==> config.mk <==
export PLATFORM = sky130hd
export DESIGN_NAME = filter_control
export DESIGN_NICKNAME = d
export VERILOG_FILES = /design/src/delay_pipe.sv /design/src/filter_control.sv
export VERILOG_INCLUDE_DIRS = /design/src
export SDC_FILE = /design/constraint.sdc
export NUM_CORES = 1
export LEC_CHECK = 0
export ABC_AREA = 1
export ABC_CLOCK_PERIOD_IN_PS = 850
export BUFFER_PORTS_ARGS = -buffer_cell sky130_fd_sc_hd__buf_2
export CORE_AREA = 8 8 45 47
export DETAILED_ROUTE_END_ITERATION = 10
export DIE_AREA = 0 0 53 55
export RECOVER_POWER = 100
export SLEW_MARGIN = 20
export SYNTH_ARGS = -nofsm -noshare
export SYNTH_HDL_FRONTEND = slang
export SYNTH_SLANG_ARGS = --single-unit
==> constraint.sdc <==
create_clock -name clk_i -period 0.85 [get_ports clk_i]
set_input_delay 0.17 -clock clk_i [delete_from_list [all_inputs] [get_ports clk_i]]
set_output_delay 0.17 -clock clk_i [all_outputs]
set_load 0.05 [all_outputs]
==> src/biquad_config.svh <==
//**********************************************************
// Biquad filter configuration
//**********************************************************
`ifndef BIQUAD_CONFIG_SVH
`define BIQUAD_CONFIG_SVH

// Width of the ADC samples on x_adc_i and y_o
`define BQ_ADC_BITS 10

// Fixed-point split of a coefficient word
`define BQ_WHOLE_BITS 10
`define BQ_FRAC_BITS 54

// Headroom for the five summed feed-forward terms
`define BQ_GUARD_BITS 3

// Registered stages between plain coefficients and look-ahead taps
`define BQ_LAT_DEPTH 4

`endif

==> src/delay_pipe.sv <==
//**********************************************************
// Enabled delay line
//**********************************************************
`timescale 1ns/100ps

module delay_pipe #(
    parameter type T = logic,
    parameter int DEPTH = 1
) (
    input  logic clk_i,
    input  logic rst_i,
    input  logic en_i,
    input  T     d_i,
    output T     q_o
);

    T stage [DEPTH];

    always_ff @(posedge clk_i) begin
        if (rst_i) begin
            for (int i = 0; i < DEPTH; i++) begin
                stage[i] <= '0;
            end
        end else if (en_i) begin
            stage[0] <= d_i;
            for (int i = 1; i < DEPTH; i++) begin
                stage[i] <= stage[i-1];
            end
        end
    end

    assign q_o = stage[DEPTH-1];

endmodule

==> src/filter_control.sv <==
//**********************************************************
// Biquad control and sample enable
//**********************************************************
`timescale 1ns/100ps
`include "biquad_config.svh"

module filter_control (
    input  logic clk_i,
    input  logic rst_i,
    input  logic coefficients_ready_i,
    input  logic sample_ready_i,
    output logic blk_rst_o,
    output logic sample_en_o,
    output logic valid_o
);

    // Input, product, sum_ab and output registers between x and y_o
    localparam int OUT_DEPTH = 4;

    logic taps_ready;

    // Datapath held in reset until coefficients are declared ready
    assign blk_rst_o = rst_i | ~coefficients_ready_i;

    // Follows the look-ahead tap pipeline clock for clock
    delay_pipe #(
        .T     (logic),
        .DEPTH (`BQ_LAT_DEPTH)
    ) u_settle (
        .clk_i (clk_i),
        .rst_i (blk_rst_o),
        .en_i  (1'b1),
        .d_i   (1'b1),
        .q_o   (taps_ready)
    );

    // Strobes before the taps settle are dropped
    assign sample_en_o = sample_ready_i & taps_ready;

    // Valid once the first sample reaches y_o
    delay_pipe #(
        .T     (logic),
        .DEPTH (OUT_DEPTH)
    ) u_valid (
        .clk_i (clk_i),
        .rst_i (blk_rst_o),
        .en_i  (sample_en_o),
        .d_i   (1'b1),
        .q_o   (valid_o)
    );

endmodule

# After elaboration in Yosys (flattened, before gate mapping)
# Memories as Yosys holds them, arrays and structs flattened.
# Index checks and enable logic that the tools add are counted.
# classes
mux	14
n_bitwise	11
# ops
op	count
$mux 1	14
$or 1x1->1	9
$and 1x1->1	1
$not 1->1	1
# totals
reg_bits	0
mem_bits_rw	8
input_bits	4
out_inout_bits	3
wordCells	27
memories	2
# memory_table
name	depth	word_bits	rd	rd_ports_with_merged_regs	write_ports	line_no	text
u_settle.stage	4	1	4	0	4	delay_pipe.sv:17	T stage [DEPTH];
u_valid.stage	4	1	4	0	4	delay_pipe.sv:17	

# Depth between registers and ports, before layout
# Gate-level depths: netlist (run 1).
# An unclocked memory read counts as a cell.
# depth
word_depth	6
mapped_depth	4
mapped_depth_nobuf	4

# Cells and area by module
# A second synthesis (run 1) with hierarchy kept.
# hier_totals
hier_cells	35
area_unflattened_um2	346.6
# by_module_without_submodules
module	n_inst	cells_each	area_each_um2	seq_area_each_um2
delay_pipe	2	15	163.9	120.1
filter_control	1	5	18.8	0.0

# Worst setup path before layout (run 1)
# No wires, ideal clock.
# synth_path
path_kind	reg2out
startpoint	memory u_settle.stage[3] (netlist bit)
endpoint	output port sample_en_o
t_arrival_ns	0.723
required_time_ns	0.680
path_slack_ns	-0.043
stages_incl_launch_ff	3
n_path_buf	0
path_cell_list	dfxtp_1 > nand2_2 > inv_1
# synth_rtl
item	line_no	text
start: declaration	delay_pipe.sv:17	
end: declaration	filter_control.sv:13	output logic sample_en_o,

==> results.md, run 1 <==
* Area leader, netlist: dfxtp_1
* Final WL at ~490 um
* Hold wc startpoint: coefficients_ready_i
* Post-Synthesis Cells at 27
* Run status: finished with violations
* Post-route cell area at between 400 and 500 um2
* Global-route wire length before repair at 903 um
* Drt initial violations at 0
* MaxCap Viol Count at 0
* Fin util at 0.3345
* Avg WL per Cell at between 8 and 9 um
* Fin Setup TNS at -1.029 ns
* Area growth, synth to finish at 56.78%
* Leak at 0.1955 nW
* Placement Cell Area at about 390 um2
* Layout cell share with drive strength beyond 1 at 0.5476
* Synth top area cells: dfxtp_1 34%, edfxtp_1 31%, nor3_2 10%, inv_1 10%, nand2_4 3.8%
* Vias at between 200 and 250
* CTS Buf Count at 3
* Avg Vias per Cell at around 3.6
* Number of synthesized flops with an enable pin at 3
* Final worst slack at -0.1883 ns
* Synthesized area per cell at between 10 and 15 um2
* CP Data Required Time at 0.68 ns
* Asr flop ratio synth at 0
* FF+latch count, synth at 8
* RSZ-0062 raised after global routing: yes
* Final Cycle Share at 1.222
* Post-Syn Nets at 31
* Max-Slew Margin vs Limit at 0.8352
* Initial Utilization at 0.2134
* Yosys cell types at 10
* Tightest Pin Transition at ~0.25 ns
* Yosys top cell area share at 0.3390
* Final setup skew at ~0.0066 ns
* DRC at 0
* FF+latch area at 191.4 um2
* # fillers at between 100 and 150
* TritonRoute pass-1 iters at 1
* Final Wtd Congestion at 0.6531
* Reg clk slew, reported paths at 0.05 ns
* FP Rows at 14
* Synth Flop Type: dfxtp_1
* Root buf cell: clkbuf_4
* IO buf count at 6
* Crit path from: u_settle.stage[3]$_SDFF_PP0_
* Setup-failing EPs final at 9
* CP max FO at 2
* Dpl hpwl at just under 400 um
* Most frequent cells after synthesis: 8 x inv_1, 5 x dfxtp_1, 3 x edfxtp_1, 3 x nor2_1, 3 x nor3_2
* Maximum root-to-sink buffer count at 2
* Largest net degree at the start of global routing at 6
* Power Density at between 1500 and 2000 mW/mm2
* TritonCTS Sinks at 8
* Initial antenna violation count at 0
* Post-Syn Area at 295.3 um2
* Fmax at approximately 0.96 GHz
* Chip Height at between 50 and 60 um
* H-tree depth at 1
* Skew-Pair Late Insertion Delay at roughly 0.26 ns
* Final ANT Viol Nets at 0
* Gr usage total at 0.04331
* Die area at 0.002915 mm2
* YS warnings at 0
* Ant. Diodes at 0
* Hold Buf Count CTS at 0
* CTS tree: yes
* CP Class: flop to output port
* Vias in the first global route at between 200 and 250
* Failing checks: setup timing
* Hold slack at ~0.24 ns
* Most common cell in the synthesized netlist: inv_1
* Critical path arrival at around 0.87 ns
* Startpoint types: flop
* R2R Path Start: u_settle.stage[3]$_SDFF_PP0_
* I/O Pins at 7
* Hold/Removal Path Class: input port to flop
* Congestion Overflow GR at 0
* CP Capture Type: output port
* Core ar. at approximately 0.0014 mm2
* Peak supply drop at roughly 960 uV
* Sequential element share of the synthesized area at 0.6441
* Fin nets at 47
* Footprint of the multi-input gates at 83.83 um2
* Min Clock Period, post-route at ~1.0 ns
* Final hold viol count at 0
* Die Wd at 53 um
* Max Slew Vio Count at 0
[logic make-up after synthesis]
kind of cell / share of synthesized area
flip-flops: 0.6441
buffers and inverters: 0.1144
AND/OR/NAND/NOR: 0.2119
AO/OA/AOI/OAI: 0.02967
[registers in the layout (all words and copies together), names as in the netlist]
signal	flops
u_settle.stage	4
u_valid.stage	4
[timing repair]
action                                 4_1_cts  5_1_grt
endpoints found under the hold margin        0        0
resized for setup                            9        1
buffers inserted                             2        1
pin swaps                                    5        2
gates cloned                                 0        0
setup endpoints to repair                    4        9
[per-stage QoR]
| step | setup slack [ns] | total power, mW | cells |
|---|---|---|---|
| 2_1_floorplan | 0.002130 | 0.4537 | 27 |
| 3_3_place_gp | -0.01632 | 0.4858 | 52 |
| 3_5_place_dp | -0.03241 | 0.4864 | 52 |
| 4_1_cts | -0.2127 | 0.8161 | 58 |
| 5_1_grt | -0.2283 | 0.8428 | 58 |
| 6_report | -0.1883 | 0.8028 | 58 |
[cell usage in the layout (no fill, tap or decap)]
cell type   instances
buf_6               3
edfxtp_1            3
a21oi_2             1
clkbuf_1            1
nand2_4             3
clkinvlp_4          1
buf_4               2
dfxtp_1             4
clkbuf_4            3
buf_2               4
nor2_1              3
dfxtp_2             1
inv_1               8
buf_12              1
nor3_2              3
buf_8               1
[per-layer routing]
layer  track usage  vias up  routed length (um)
met1       0.04448       91                 220
met3       0.04813        0                  82
met2       0.06250       10                 187
met4             0        0                   0
li1              -      109                   -
met5             0        -                   0
[layout make-up]
class | count | area share
sequential | 8 | 0.4135
multi-input combinational | 10 | 0.1811
tap | 16 | 0.04324
inverter | 9 | 0.08108
timing repair buffer | 11 | 0.2243
clock buffer | 4 | 0.05676
[critical path, cell delays in order, from the launching register on]
cell	delay (ns)
dfxtp_2	0.32
nand2_4	0.06
clkinvlp_4	0.08
buf_8	0.15
[path summary, 6_finish.rpt]
check,end,slack (ns),depth (start not counted)
max,sample_en_o,-0.19,3
min,u_settle.stage[0]$_DFF_P_,0.24,3
max reg2reg,u_valid.stage[3]$_DFFE_PP_,-0.16,5
min reg2reg,u_settle.stage[2]$_SDFF_PP0_,0.41,2
[report_power, final]
part	total (mW)	switching (mW)	internal, mW
clock	0.321	0.140	0.180
sequential	0.410	0.00290	0.407
combinational	0.0721	0.0428	0.0293
Note: power is estimated with default switching activity, not from simulation.
==> run 2, diff against run 1 <==
--- a/config.mk
+++ b/config.mk
@@ -6,7 +6,7 @@
 export SDC_FILE = /design/constraint.sdc
 export NUM_CORES = 1
 export LEC_CHECK = 0
-export ABC_AREA = 1
+export ABC_AREA = 0
 export ABC_CLOCK_PERIOD_IN_PS = 850
 export BUFFER_PORTS_ARGS = -buffer_cell sky130_fd_sc_hd__buf_2
 export CORE_AREA = 8 8 45 47
==> run 2 against run 1 <==
  * Largest power group unchanged
  * Critical path type unchanged
  * The flow still finishes with violations (setup timing)
  * Clock power fell by 3%
  * Combinational power fell by 18%
  * Global-route usage fell by 0.38 points
  * Sequential cell count did not move
  * Final cell count fell by 16%
  * Final area fell by 13%
  * Sequential power barely moved
  * Count of clock-buffer cells in the layout did not move
  * Highest routed layer unchanged
  * Critical path depth fell by 1
  * Setup slack improved by 0.025 ns
==> results.md, run 2 <==
* Critical path arrival at between 0.8 and 0.9 ns
* Worst hold path cell count at 4
* CP Class: flop to output port
* Drt initial violations at 6
* Power Density at around 1900 mW/mm2
* DRC at 0
* Yosys cell types at 10
* Chip Height at roughly 55 um
* # fillers at 150
* FP Rows at 14
* Area leader, netlist: dfxtp_1
* Initial antenna violation count at 0
* Max-Slew Margin vs Limit at 0.8318
* Sequential element share of the synthesized area at 0.6667
* Placement Cell Area at 339.1 um2
* Fin nets at 38
* End point of the critical path: sample_en_o
* Final Wtd Congestion at 0.6286
* Top sig layer: met3
* Largest net degree at the start of global routing at 8
* Crit path from: u_settle.stage[3]$_SDFF_PP0_
* Die Wd at 53 um
* RSZ-0062 raised after global routing: yes
* Initial Utilization at 0.2061
* Dpl hpwl at ~330 um
* Final Cycle Share at 1.192
* Reg clk slew, reported paths at 0.06 ns
* Gr usage total at 0.03950
* R2R Path Start: u_settle.stage[3]$_SDFF_PP0_
* Most frequent cells after synthesis: 5 x dfxtp_1, 3 x and2_1, 3 x and3_1, 3 x edfxtp_1, 2 x buf_6
* Core ar. at 0.001384 mm2
* Ant. Diodes at 0
* FF+latch count, synth at 8
* Routed met1 length at about 190 um
* Avg WL per Cell at around 9.2 um
* Tightest Pin Transition at 0.2518 ns
* Critical R2R Capture: u_valid.stage[3]$_DFFE_PP_
* Synth top area cells: dfxtp_1 35%, edfxtp_1 32%, buf_6 7.9%, and2_1 6.6%, and3_1 6.6%
* Final setup skew at about 0.009 ns
* Post-route cell area at 404.1 um2
* Synthesized area per cell at 13.58 um2
* Biggest registers after layout: u_settle.stage x4, u_valid.stage x4
* Final WL at roughly 450 um
* Worst-path cell chain: and2_4, buf_8
* Crit path largest cell delay at 0.31 ns
* Final worst slack at -0.1635 ns
* Startpoint types: flop
* H-tree depth at 1
* Max Slew Vio Count at 0
* CP Capture Type: output port
* Post-Synthesis Cells at 21
* Peak supply drop at 1067 uV
* Congestion Overflow GR at 0
* Hold/Removal Path Class: input port to flop
* TritonCTS Sinks at 8
* MaxCap Viol Count at 0
* Skew-Pair Late Insertion Delay at about 0.26 ns
* Avg Vias per Cell at roughly 3.7
* IO buf count at 6
* YS warnings at 0
* Vias in the first global route at 173
* Final hold viol count at 0
* DP Worst Slack at -0.1686 ns
* Min Clock Period, post-route at around 1 ns
* R2r worst-path depth at 3
* Synth Flop Type: dfxtp_1
* Leak at 0.1772 nW
* Layout cell share with drive strength beyond 1 at 0.5455
* CP max FO at 2
* Most common cell in the synthesized netlist: dfxtp_1
* Flop-to-flop setup slack at -0.15 ns
* Vias at 179
* Setup-failing EPs final at 10
* Global-route wire length before repair at 717 um
* TritonRoute pass-1 iters at 2
* CTS Buf Count at 3
* Hold slack at 0.3590 ns
* Asr flop ratio synth at 0
* Maximum root-to-sink buffer count at 2
* Failing checks: setup timing
* Die area at a little under 0.003 mm2
* Most frequent cells in the layout: 4 x clkbuf_4, 4 x dfxtp_1, 3 x and2_1, 3 x buf_2, 3 x edfxtp_1
* Fmax at roughly 0.99 GHz
* Root buf cell: clkbuf_4
* Crit path max-delay cell type: dfxtp_2
* Fin Setup TNS at -1.230 ns
* CTS tree: yes
* CP Data Required Time at ~0.68 ns
* Number of synthesized flops with an enable pin at 3
* Final ANT Viol Nets at 0
* Post-Syn Area at between 200 and 300 um2
* Area growth, synth to finish at 41.67%
* Run status: finished with violations
* I/O Pins at 7
* Total Power at 781.0 uW
* Post-Syn Nets at 25
* Met3 wire length at 66 um
* Yosys top cell area share at 0.3509
* Metal2 WL at between 150 and 200 um
==> run 2: cell count changes in the layout (fill, tap and decap cells not counted), moves of 2 or more <==
cell	delta
inv_1	-8
and3_1	+2
nor3_2	-3
nand2_4	-3
and2_1	+3
nor2_1	-3
==> run 2: metrics by stage <==
step,util,instances
floorplan,-,21
global placement,0.2450,43
CTS,0.2920,49
finish,0.2920,49
global route,0.2920,49
detailed placement,0.2450,43
==> run 2: worst max-delay path: cells and delay by family (launching register included) <==
family | cells | cell delay [ns]
buffers and inverters | 1 | 0.14
AND/OR/NAND/NOR | 1 | 0.14
flip-flops | 1 | 0.31
==> run 2: worst min-delay path by stage <==
stage | startpoint | end | slack, ns
2_1_floorplan | rst_i | u_settle.stage[0]$_DFF_P_ | 0.37
3_3_place_gp | u_settle.stage[1]$_SDFF_PP0_ | u_settle.stage[2]$_SDFF_PP0_ | 0.41
3_5_place_dp | u_settle.stage[1]$_SDFF_PP0_ | u_settle.stage[2]$_SDFF_PP0_ | 0.41
4_1_cts | rst_i | u_settle.stage[0]$_DFF_P_ | 0.34
5_1_grt | rst_i | u_settle.stage[0]$_DFF_P_ | 0.36
6_report | rst_i | u_settle.stage[0]$_DFF_P_ | 0.36
==> run 2: cell families after synthesis <==
family | count (synthesis) | synth area share
and+or+nand+nor | 9 | 0.2150
buffers and inverters | 3 | 0.09209
DFF | 8 | 0.6667
AOI/OAI and AO/OA | 1 | 0.02633
==> run 2: area by class of cell <==
class | count | area (um2) | area share
sequential | 8 | 191.4 | 0.4737
timing repair buffer | 10 | 80.08 | 0.1981
multi-input combinational | 10 | 78.83 | 0.1950
clock buffer | 4 | 26.28 | 0.06502
tap | 16 | 20.02 | 0.04954
inverter | 1 | 7.507 | 0.01858
==> run 2: metal layers <==
layer  GRT usage  up-vias
met5           0        -
met1     0.03226       79
met3     0.05348        0
li1            -       91
met2     0.04883        9
met4     0.02586        0
==> run 2: timing repair <==
item,in CTS,in global routing
gates cloned,0,0
pin swaps,1,1
hold buffers,0,0
gates resized for setup,7,3
buffers inserted,2,0
endpoints found under the setup margin,9,10
==> run 2: power by group <==
part,switching [mW],internal [mW]
combinational,0.0331,0.0259
clock,0.133,0.180
sequential,0.00258,0.407
total,0.168,0.613
